[src/logic/cordic_config.svh]
// Build-time sizing of the CORDIC engine
// Stage count is limited by the 16-entry arctangent table
// Fraction bits must leave room for pi plus the 1.647 gain growth

`ifndef CORDIC_CONFIG_SVH
`define CORDIC_CONFIG_SVH

// Width of angle, x and y words
`define CORDIC_DATA_WIDTH 16

// Number of micro-rotation stages, at most 16
`define CORDIC_STAGES 14

// Fixed-point fraction bits, 16/12 gives signed Q4.12
`define CORDIC_FRAC_BITS 12

// APB address width
`define CORDIC_APB_AW 8

`endif

[src/logic/cordic_pkg.sv]
// Shared types, register map and fixed-point constants of the CORDIC engine
// Constants are rounded from real values at elaboration time

`default_nettype none
`include "cordic_config.svh"

package cordic_pkg;

  localparam int FRAC_BITS = `CORDIC_FRAC_BITS;

  // Signed fixed-point word for angles (radians) and vector components
  typedef logic signed [`CORDIC_DATA_WIDTH-1:0] fix_t;

  typedef enum logic {OP_SINCOS = 1'b0, OP_ROTATE = 1'b1} opcode_e;

  typedef enum logic [1:0] {ST_IDLE, ST_BUSY, ST_DONE} ctrl_state_e;

  typedef struct packed {
    opcode_e opcode;
    fix_t    angle;
    fix_t    x;
    fix_t    y;
  } cordic_cmd_t;

  // z holds the angle still left to rotate
  typedef struct packed {
    fix_t x;
    fix_t y;
    fix_t z;
  } cordic_vec_t;

  typedef struct packed {
    fix_t x_out;
    fix_t y_out;
  } cordic_res_t;

  typedef struct packed {
    logic                      psel;
    logic                      penable;
    logic                      pwrite;
    logic [`CORDIC_APB_AW-1:0] paddr;
    logic [31:0]               pwdata;
  } apb_req_t;

  typedef struct packed {
    logic [31:0] prdata;
    logic        pready;
    logic        pslverr;
  } apb_rsp_t;

  // Round a real value to the nearest fixed-point step
  function automatic fix_t to_fix(real r);
    return fix_t'($rtoi(r * real'(1 << FRAC_BITS) + ((r < 0.0) ? -0.5 : 0.5)));
  endfunction

  localparam fix_t PI_HALF         = to_fix(1.5707963268);
  localparam fix_t PI_FULL         = to_fix(3.1415926536);
  // 1/K for K = prod(sqrt(1 + 2^-2i))
  localparam fix_t CORDIC_INV_GAIN = to_fix(0.6072529350);

  // atan(2^-i), i = 0..15
  localparam fix_t ATAN_TABLE [16] = '{
    to_fix(0.7853981634), to_fix(0.4636476090), to_fix(0.2449786631), to_fix(0.1243549945),
    to_fix(0.0624188100), to_fix(0.0312398334), to_fix(0.0156237286), to_fix(0.0078123411),
    to_fix(0.0039062301), to_fix(0.0019531226), to_fix(0.0009765622), to_fix(0.0004882812),
    to_fix(0.0002441406), to_fix(0.0001220703), to_fix(0.0000610352), to_fix(0.0000305176)
  };

  // Register byte offsets
  localparam logic [`CORDIC_APB_AW-1:0] REG_CTRL   = 'h00;
  localparam logic [`CORDIC_APB_AW-1:0] REG_STATUS = 'h04;
  localparam logic [`CORDIC_APB_AW-1:0] REG_ANGLE  = 'h08;
  localparam logic [`CORDIC_APB_AW-1:0] REG_X_IN   = 'h0C;
  localparam logic [`CORDIC_APB_AW-1:0] REG_Y_IN   = 'h10;
  localparam logic [`CORDIC_APB_AW-1:0] REG_X_OUT  = 'h14;
  localparam logic [`CORDIC_APB_AW-1:0] REG_Y_OUT  = 'h18;

endpackage

`default_nettype wire

[src/logic/cordic_apb_regs.sv]
// APB slave, always zero wait states, full address decode
// A refused write (pslverr) leaves every register untouched

`timescale 1ns/100ps
`default_nettype none

module cordic_apb_regs (
  input  logic                    clk,
  input  logic                    rst_n,
  input  cordic_pkg::apb_req_t    apb_req,
  output cordic_pkg::apb_rsp_t    apb_rsp,
  input  logic                    busy,
  input  logic                    done,
  input  logic                    result_capture,
  input  cordic_pkg::cordic_res_t result,
  output logic                    start,
  output cordic_pkg::cordic_cmd_t cmd
);
  import cordic_pkg::*;

  logic        access;
  logic        addr_hit;
  logic        addr_ro;
  logic        start_bit;
  logic        err;
  logic        wr_ok;
  logic [31:0] rdata;

  fix_t        angle_q;
  fix_t        x_in_q;
  fix_t        y_in_q;
  fix_t        x_out_q;
  fix_t        y_out_q;
  opcode_e     opcode_q;

  // Access phase, completes in the same cycle
  assign access    = apb_req.psel & apb_req.penable;
  assign start_bit = (apb_req.paddr == REG_CTRL) & apb_req.pwdata[0];

  //////////////////////////////////////////////////
  // Address decode and read mux
  //////////////////////////////////////////////////
  always_comb begin
    addr_hit = 1'b1;
    addr_ro  = 1'b0;
    rdata    = '0;
    case (apb_req.paddr)
      REG_CTRL:   rdata = {30'd0, opcode_q, 1'b0};
      REG_STATUS: begin
        rdata   = {30'd0, done, busy};
        addr_ro = 1'b1;
      end
      REG_ANGLE:  rdata = 32'(angle_q);
      REG_X_IN:   rdata = 32'(x_in_q);
      REG_Y_IN:   rdata = 32'(y_in_q);
      REG_X_OUT:  begin
        rdata   = 32'(x_out_q);
        addr_ro = 1'b1;
      end
      REG_Y_OUT:  begin
        rdata   = 32'(y_out_q);
        addr_ro = 1'b1;
      end
      default:    addr_hit = 1'b0;
    endcase
  end

  // Start counts as busy while its pulse is still on the way to the FSM
  assign err   = !addr_hit | (apb_req.pwrite & (addr_ro | (start_bit & (busy | start))));
  assign wr_ok = access & apb_req.pwrite & !err;

  assign apb_rsp = '{prdata: rdata, pready: 1'b1, pslverr: access & err};

  //////////////////////////////////////////////////
  // Register file
  //////////////////////////////////////////////////
  always_ff @(posedge clk or negedge rst_n) begin
    if (!rst_n) begin
      start    <= 1'b0;
      opcode_q <= OP_SINCOS;
      angle_q  <= '0;
      x_in_q   <= '0;
      y_in_q   <= '0;
      x_out_q  <= '0;
      y_out_q  <= '0;
    end else begin
      // One-cycle pulse
      start <= wr_ok & start_bit;
      if (wr_ok) begin
        case (apb_req.paddr)
          REG_CTRL:  opcode_q <= opcode_e'(apb_req.pwdata[1]);
          REG_ANGLE: angle_q  <= fix_t'(apb_req.pwdata);
          REG_X_IN:  x_in_q   <= fix_t'(apb_req.pwdata);
          REG_Y_IN:  y_in_q   <= fix_t'(apb_req.pwdata);
          default:   ;
        endcase
      end
      // Result latched on the edge the FSM enters DONE
      if (result_capture) begin
        x_out_q <= result.x_out;
        y_out_q <= result.y_out;
      end
    end
  end

  assign cmd = '{opcode: opcode_q, angle: angle_q, x: x_in_q, y: y_in_q};

  // FSM must be idle or done whenever a start is handed over
  a_start_not_busy: assert property (@(posedge clk) disable iff (!rst_n)
    start |-> !busy);

  // Every accepted start makes the FSM busy on the next edge
  a_start_to_busy: assert property (@(posedge clk) disable iff (!rst_n)
    start |=> busy);

endmodule

`default_nettype wire

[src/logic/cordic_ctrl.sv]
// Command FSM, one command in flight at a time
// Expects start only while not busy

`timescale 1ns/100ps
`default_nettype none

module cordic_ctrl (
  input  logic                    clk,
  input  logic                    rst_n,
  input  logic                    start,
  input  cordic_pkg::cordic_cmd_t cmd,
  output logic                    busy,
  output logic                    done,
  output logic                    issue_valid,
  output cordic_pkg::cordic_cmd_t issue_cmd,
  input  logic                    pipe_valid,
  input  cordic_pkg::cordic_vec_t pipe_vec,
  output logic                    result_capture,
  output cordic_pkg::cordic_res_t result
);
  import cordic_pkg::*;

  ctrl_state_e state_q;
  ctrl_state_e state_nxt;

  // Next-state logic
  always_comb begin
    state_nxt = state_q;
    case (state_q)
      ST_IDLE, ST_DONE: if (start) state_nxt = ST_BUSY;
      ST_BUSY:          if (pipe_valid) state_nxt = ST_DONE;
      default:          state_nxt = ST_IDLE;
    endcase
  end

  always_ff @(posedge clk or negedge rst_n) begin
    if (!rst_n) begin
      state_q     <= ST_IDLE;
      issue_valid <= 1'b0;
    end else begin
      state_q     <= state_nxt;
      // Issue in the cycle after the start pulse
      issue_valid <= start;
    end
  end

  // Issued command held until the next start
  always_ff @(posedge clk) begin
    if (start) issue_cmd <= cmd;
  end

  assign busy = (state_q == ST_BUSY);
  assign done = (state_q == ST_DONE);

  // Pipe output goes straight to the result registers
  assign result_capture = busy & pipe_valid;
  assign result         = '{x_out: pipe_vec.x, y_out: pipe_vec.y};

  // No stray results from the datapath
  a_valid_in_busy: assert property (@(posedge clk) disable iff (!rst_n)
    pipe_valid |-> state_q == ST_BUSY);

endmodule

`default_nettype wire

[src/logic/cordic_quadrant_map.sv]
// Folds an angle in [-pi, pi] into [-pi/2, pi/2] with a 90 degree pre-rotation
// Angles outside [-pi, pi] give undefined results

`timescale 1ns/100ps
`default_nettype none

module cordic_quadrant_map (
  input  logic                    clk,
  input  logic                    rst_n,
  input  logic                    in_valid,
  input  cordic_pkg::cordic_cmd_t in_cmd,
  output logic                    out_valid,
  output cordic_pkg::cordic_vec_t out_vec
);
  import cordic_pkg::*;

  fix_t        x_sel;
  fix_t        y_sel;
  cordic_vec_t vec_fold;

  always_comb begin
    // Sin/cos starts from the gain-compensated unit vector
    if (in_cmd.opcode == OP_SINCOS) begin
      x_sel = CORDIC_INV_GAIN;
      y_sel = '0;
    end else begin
      x_sel = in_cmd.x;
      y_sel = in_cmd.y;
    end
    // Sign of the angle is kept, only the magnitude is folded
    if (in_cmd.angle > PI_HALF) begin
      // +90 degrees: (x, y) -> (-y, x)
      vec_fold = '{x: -y_sel, y: x_sel, z: in_cmd.angle - PI_HALF};
    end else if (in_cmd.angle < -PI_HALF) begin
      // -90 degrees: (x, y) -> (y, -x)
      vec_fold = '{x: y_sel, y: -x_sel, z: in_cmd.angle + PI_HALF};
    end else begin
      vec_fold = '{x: x_sel, y: y_sel, z: in_cmd.angle};
    end
  end

  always_ff @(posedge clk or negedge rst_n) begin
    if (!rst_n) out_valid <= 1'b0;
    else        out_valid <= in_valid;
  end

  always_ff @(posedge clk) begin
    if (in_valid) out_vec <= vec_fold;
  end

  // Software must keep the angle within [-pi, pi]
  a_angle_range: assert property (@(posedge clk) disable iff (!rst_n)
    in_valid |-> (in_cmd.angle >= -PI_FULL) && (in_cmd.angle <= PI_FULL));

endmodule

`default_nettype wire

[src/logic/cordic_rotation_pipe.sv]
// Rotation-mode CORDIC chain, one registered micro-rotation per stage
// Never stalls, latency is exactly CORDIC_STAGES cycles

`timescale 1ns/100ps
`default_nettype none
`include "cordic_config.svh"

module cordic_rotation_pipe (
  input  logic                    clk,
  input  logic                    rst_n,
  input  logic                    in_valid,
  input  cordic_pkg::cordic_vec_t in_vec,
  output logic                    out_valid,
  output cordic_pkg::cordic_vec_t out_vec
);
  import cordic_pkg::*;

  localparam int STAGES = `CORDIC_STAGES;

  cordic_vec_t       vec_q [STAGES];
  logic [STAGES-1:0] vld_q;

  for (genvar i = 0; i < STAGES; i++) begin : g_stage
    cordic_vec_t cur;
    logic        cur_vld;
    fix_t        x_shr;
    fix_t        y_shr;
    logic        z_neg;

    // Stage 0 reads the folded vector
    if (i == 0) begin : g_first
      assign cur     = in_vec;
      assign cur_vld = in_valid;
    end else begin : g_next
      assign cur     = vec_q[i-1];
      assign cur_vld = vld_q[i-1];
    end

    // Arithmetic shift keeps the sign
    assign x_shr = cur.x >>> i;
    assign y_shr = cur.y >>> i;
    // Rotate toward z = 0
    assign z_neg = cur.z[$bits(fix_t)-1];

    always_ff @(posedge clk or negedge rst_n) begin
      if (!rst_n) vld_q[i] <= 1'b0;
      else        vld_q[i] <= cur_vld;
    end

    always_ff @(posedge clk) begin
      vec_q[i].x <= z_neg ? cur.x + y_shr         : cur.x - y_shr;
      vec_q[i].y <= z_neg ? cur.y - x_shr         : cur.y + x_shr;
      vec_q[i].z <= z_neg ? cur.z + ATAN_TABLE[i] : cur.z - ATAN_TABLE[i];
    end
  end

  assign out_valid = vld_q[STAGES-1];
  assign out_vec   = vec_q[STAGES-1];

  a_stage_limit: assert property (@(posedge clk) STAGES <= $size(ATAN_TABLE));

endmodule

`default_nettype wire

[src/logic/cordic_top.sv]
// APB-programmable CORDIC rotation engine
// Done shows in STATUS CORDIC_STAGES + 3 cycles after the start write

`timescale 1ns/100ps
`default_nettype none

module cordic_top (
  input  logic                 clk,
  input  logic                 rst_n,
  input  cordic_pkg::apb_req_t apb_req,
  output cordic_pkg::apb_rsp_t apb_rsp
);
  import cordic_pkg::*;

  // Register file <-> FSM
  logic        start;
  logic        busy;
  logic        done;
  logic        result_capture;
  cordic_cmd_t cmd;
  cordic_res_t result;

  // FSM -> datapath -> FSM
  logic        issue_valid;
  cordic_cmd_t issue_cmd;
  logic        fold_valid;
  cordic_vec_t fold_vec;
  logic        pipe_valid;
  cordic_vec_t pipe_vec;

  cordic_apb_regs u_regs (
    .clk(clk), .rst_n(rst_n), .apb_req(apb_req), .apb_rsp(apb_rsp),
    .busy(busy), .done(done), .result_capture(result_capture), .result(result),
    .start(start), .cmd(cmd)
  );

  cordic_ctrl u_ctrl (
    .clk(clk), .rst_n(rst_n), .start(start), .cmd(cmd), .busy(busy), .done(done),
    .issue_valid(issue_valid), .issue_cmd(issue_cmd), .pipe_valid(pipe_valid),
    .pipe_vec(pipe_vec), .result_capture(result_capture), .result(result)
  );

  cordic_quadrant_map u_fold (
    .clk(clk), .rst_n(rst_n), .in_valid(issue_valid), .in_cmd(issue_cmd),
    .out_valid(fold_valid), .out_vec(fold_vec)
  );

  cordic_rotation_pipe u_pipe (
    .clk(clk), .rst_n(rst_n), .in_valid(fold_valid), .in_vec(fold_vec),
    .out_valid(pipe_valid), .out_vec(pipe_vec)
  );

endmodule

`default_nettype wire

[config.mk]
export PLATFORM = sky130hd
export DESIGN_NAME = cordic_top
export DESIGN_NICKNAME = d
export VERILOG_FILES = /design/src/logic/cordic_pkg.sv /design/src/logic/cordic_apb_regs.sv /design/src/logic/cordic_ctrl.sv /design/src/logic/cordic_quadrant_map.sv /design/src/logic/cordic_rotation_pipe.sv /design/src/logic/cordic_top.sv
export VERILOG_INCLUDE_DIRS = /design/src /design/src/logic
export SDC_FILE = /design/constraint.sdc
export NUM_CORES = 2
export LEC_CHECK = 0
export BUFFER_PORTS_ARGS = -buffer_cell sky130_fd_sc_hd__buf_2
export CORE_AREA = 2 2 372 558
export CTS_BUF_LIST = sky130_fd_sc_hd__clkbuf_8 sky130_fd_sc_hd__clkbuf_16
export CTS_CLUSTER_SIZE = 28
export DETAILED_ROUTE_END_ITERATION = 12
export DIE_AREA = 0 0 374 560
export PLACE_DENSITY = 0.45
export SLEW_MARGIN = 20
export SYNTH_ARGS = -nofsm -noshare
export SYNTH_HDL_FRONTEND = slang
export SYNTH_SLANG_ARGS = --single-unit
[constraint.sdc]
create_clock -name clk -period 6.1 [get_ports clk]
set_input_delay 0.61 -clock clk [delete_from_list [all_inputs] [get_ports clk]]
set_output_delay 0.61 -clock clk [all_outputs]
set_load 0.03 [all_outputs]
==> metrics.md <==
| Metric | Value |
|---|---|
| Synth top area share | `0.242` |
| Total iterations of the first detailed-routing run | `5` |
| Proportion of layout cells with a drive suffix above 1 | `0.0684` |
| Clock Skew | `~0.05 ns` |
| Area added between synthesis and finish | `12.2%` |
| Post-synth ARST share | `0.119` |
| Dpl cell area | `between 50000 and 60000 sq um` |
| Clock tree buffer depth | `3` |
| Largest net degree at the start of global routing | `68` |
| Filler Cells Inserted | `roughly 22k` |
| RR Endpoint | `u_pipe.vec_q[12][47]` |
| Warning count from the yosys run | `0` |
| DIE AREA | `about 210000 sq um` |
| Clock root buffer | `clkbuf_16` |
| Top cells by area, synth | `dfxtp_1 (24%), ha_1 (16%), xnor2_1 (7.6%)` |
| Period minus WS final | `between 4 and 5 ns` |
| Max frequency | `246 MHz` |
| Slew HR | `0.294` |
| Sequential-to-total area share from yosys stat | `0.344` |
| Post-synth EDFFs | `between 90 and 100` |
| Worst-Skew Late Latency | `between 0.7 and 0.8 ns` |
| Max cap viols | `0` |
| Final setup margin | `2.03 ns` |
| Dpl hpwl | `about 110000 um` |
| Count leader, synth | `ha_1` |
| DRC viols | `0` |
| Num CTS Buffers | `~90` |
| Worst R2R Path Depth | `9` |
| Reg2Reg Setup Slack | `2.03 ns` |
| Final Non-Filler Cells | `approximately 8.5k` |
| Clock sink total | `837` |
| Finished Cell Area | `between 50000 and 60000 sq um` |
| Yosys top cell by area | `dfxtp_1` |
| Final worst-path cycle share | `0.667` |
| Synth cell count leaders | `ha_1 (669), dfxtp_1 (640), a21oi_1 (505), nor2_1 (460), xnor2_1 (457)` |
| Initial antenna violation count | `1` |
| Vias in the first global route | `between 40k and 50k` |
| Setup TNS | `0 ns` |
| Die height | `between 500 and 600 um` |
| Syn Nets | `around 6.5k` |
| Routed vias | `between 30k and 40k` |
| Antenna-violating nets left | `0` |
| CTS tree | `done` |
| Worst Tran Pin Value | `roughly 1.0 ns` |
| Critical Path End Type | `flop` |
| Final Hold Viols | `0` |
| P_int | `about 15 mW` |
| Avg WL per Cell | `15.9 um` |
| #FFs+latches synth | `approximately 840` |
| Core area | `205000 sq um` |
| CTS H-tree depth | `3` |
| WHS Endpoint | `u_regs.angle_q[15]` |
| Post-Syn Instances | `5717` |
| Initial Utilization | `0.258` |
| Leakage | `25.9 nW` |
| Flop pwr share | `0.308` |
| Worst hold slack | `roughly 0.16 ns` |
| Status | `finished, final reports clean` |
| Worst Hold Launch | `apb_req[15]` |
| Yosys cell types | `90` |
| I/O Buffers | `slightly above 60` |
| Reg-to-reg critical path startpoint | `u_pipe.vec_q[11][15]` |
| Post-CTS sizing | `0` |
| Most used DFF post-synth | `dfxtp_1` |
| Final net count | `roughly 6.5k` |
| Worst Path Required | `about 6.7 ns` |
| HP Class | `input pin to flop` |
| Final setup fails | `0` |
| Arrival @ worst endpoint | `approximately 4.7 ns` |
| Syn avg cell area | `9.27 sq um` |
| Die width | `roughly 370 um` |
| I/O pins | `79` |
| P_sw | `between 9 and 10 mW` |
| Drt initial violations | `1470` |
| PwrDens | `~410 nW/um^2` |
| Clock power frac | `0.236` |
| Pins Over Slew Limit | `0` |
| # placed instances | `~8.4k` |
| GPL Wtd Cong | `0.839` |
| Crit Path Category | `flop to flop` |
| Crit path launch type | `flop` |
| Final WL | `about 140000 um` |
| Switch share | `0.385` |
| VDD IR-drop max | `~0.25 mV` |
| Critical path fanouts, max | `23` |
| Crit path launch | `u_pipe.vec_q[11][15]` |
| Vias per cell | `between 4 and 5` |
| All-Layer GR Usage | `0.128` |
| Gate power share | `0.456` |
| Worst hold stages | `2` |
| GRT Residual Overflow | `0` |
| First-pass GRT wire length | `217000 um` |
| Placement Rows | `slightly above 200` |
| Post-CTS Setup Bufs | `0` |
| Unrepaired setup endpoints after global routing | `false` |
| Worst-path clk slew | `0.06 ns` |
| Mapped Area | `roughly 53000 sq um` |
| Pre-CTS setup slack | `a little under 2 ns` |
[placed cells by master (no fill, tap or decap), drive strengths merged, types with 41 or more instances in the layout]
| cell | count |
|---|---|
| ha | 669 |
| dfxtp | 640 |
| a21oi | 505 |
| nor2 | 461 |
| xnor2 | 457 |
| inv | 343 |
| o21ai | 305 |
| nand2 | 293 |
| xor2 | 214 |
| a21o | 158 |
| nor3 | 145 |
| clkbuf | 107 |
| mux2 | 106 |
| dfrtp | 100 |
| edfxtp | 97 |
| buf | 82 |
| nand3 | 81 |
| nand2b | 79 |
| nor2b | 77 |
| o21a | 74 |
| a211oi | 67 |
| a31oi | 58 |
| o21bai | 53 |
| a22oi | 44 |
| o211ai | 43 |
| fa | 41 |
[sequential cells by signal, summed over array words and instances, names as in the netlist, 13 cells and up]
name and count:
u_pipe.vec_q 640, u_regs.y_out_q 16, u_regs.angle_q 16, u_pipe.g_stage.cur_vld 13, u_ctrl.issue_cmd 49, u_fold.out_vec 48, u_regs.x_out_q 16, u_regs.x_in_q 16
u_regs.y_in_q 16
[worst max-delay path by stage]
stage / depth (start not counted) / endpoint
5_1_grt: 10 / u_pipe.vec_q[9][30]
6_report: 9 / u_pipe.vec_q[12][47]
3_3_place_gp: 12 / u_pipe.vec_q[1][46]
2_1_floorplan: 12 / u_pipe.vec_q[1][46]
3_5_place_dp: 9 / u_pipe.vec_q[12][47]
4_1_cts: 9 / u_pipe.vec_q[12][47]
[repair_timing]
| action | CTS | global route |
|---|---|---|
| hold buffers | 1 | 0 |
| hold endpoints to repair | 33 | 0 |
| setup endpoints to repair | 0 | 0 |
[metrics by stage]
stage	power, mW	util
finish	24.5	0.290
global route	26.7	0.290
CTS	24.9	0.290
detailed placement	18.7	0.275
global placement	18.8	0.275
floorplan	16.0	-
[power by group through the flow]
stage	clock network (mW)	registers (mW)	logic, mW
3_3_place_gp	0	7.69	11.2
4_1_cts	6.05	7.57	11.3
5_1_grt	6.25	7.66	12.7
2_1_floorplan	0	7.22	8.80
6_report	5.79	7.54	11.2
3_5_place_dp	0	7.64	11.1
[worst max-delay path: stages (launching register included)]
cell and delay, ns:
dfxtp_1 0.69, clkinv_1 0.80, a21oi_1 0.60, ha_1 0.35, or3_1 0.36, a31oi_1 0.37
o21a_1 0.19, o21ai_0 0.11, o41ai_1 0.34, xnor2_1 0.12
[layer usage]
layer  wire length, um  up-vias  global-route usage  part of all wire
met5                 0        -                   0                 0
li1                  -    20600                   -                 -
met4              7280        0              0.0719             0.054
met1             52400    18500               0.130              0.39
met3              3330      264              0.0128             0.025
met2             72700      572               0.251              0.54
[layout make-up]
class	instances	area, sq um	area share
repair buffers	83	475	0.00800
flip-flops and latches	837	18200	0.307
multi-input cells	4435	33000	0.555
diodes	1	2.50	0.0000421
well taps	2678	3350	0.0563
inverters	322	1210	0.0203
clock buffers	107	2520	0.0424
clock inverters	63	654	0.0110
[logic make-up after synthesis]
logic type      count (synthesis)  share of synthesized area
flops                         837                      0.344
buf+inv                       445                     0.0330
fa+ha+maj                     711                      0.174
mux                           135                     0.0280
simple gates                 1345                      0.121
compound gates               1571                      0.189
other cells                     1                  0.0000708
xor+xnor                      672                      0.111
Power figures use the tool's default switching activity.
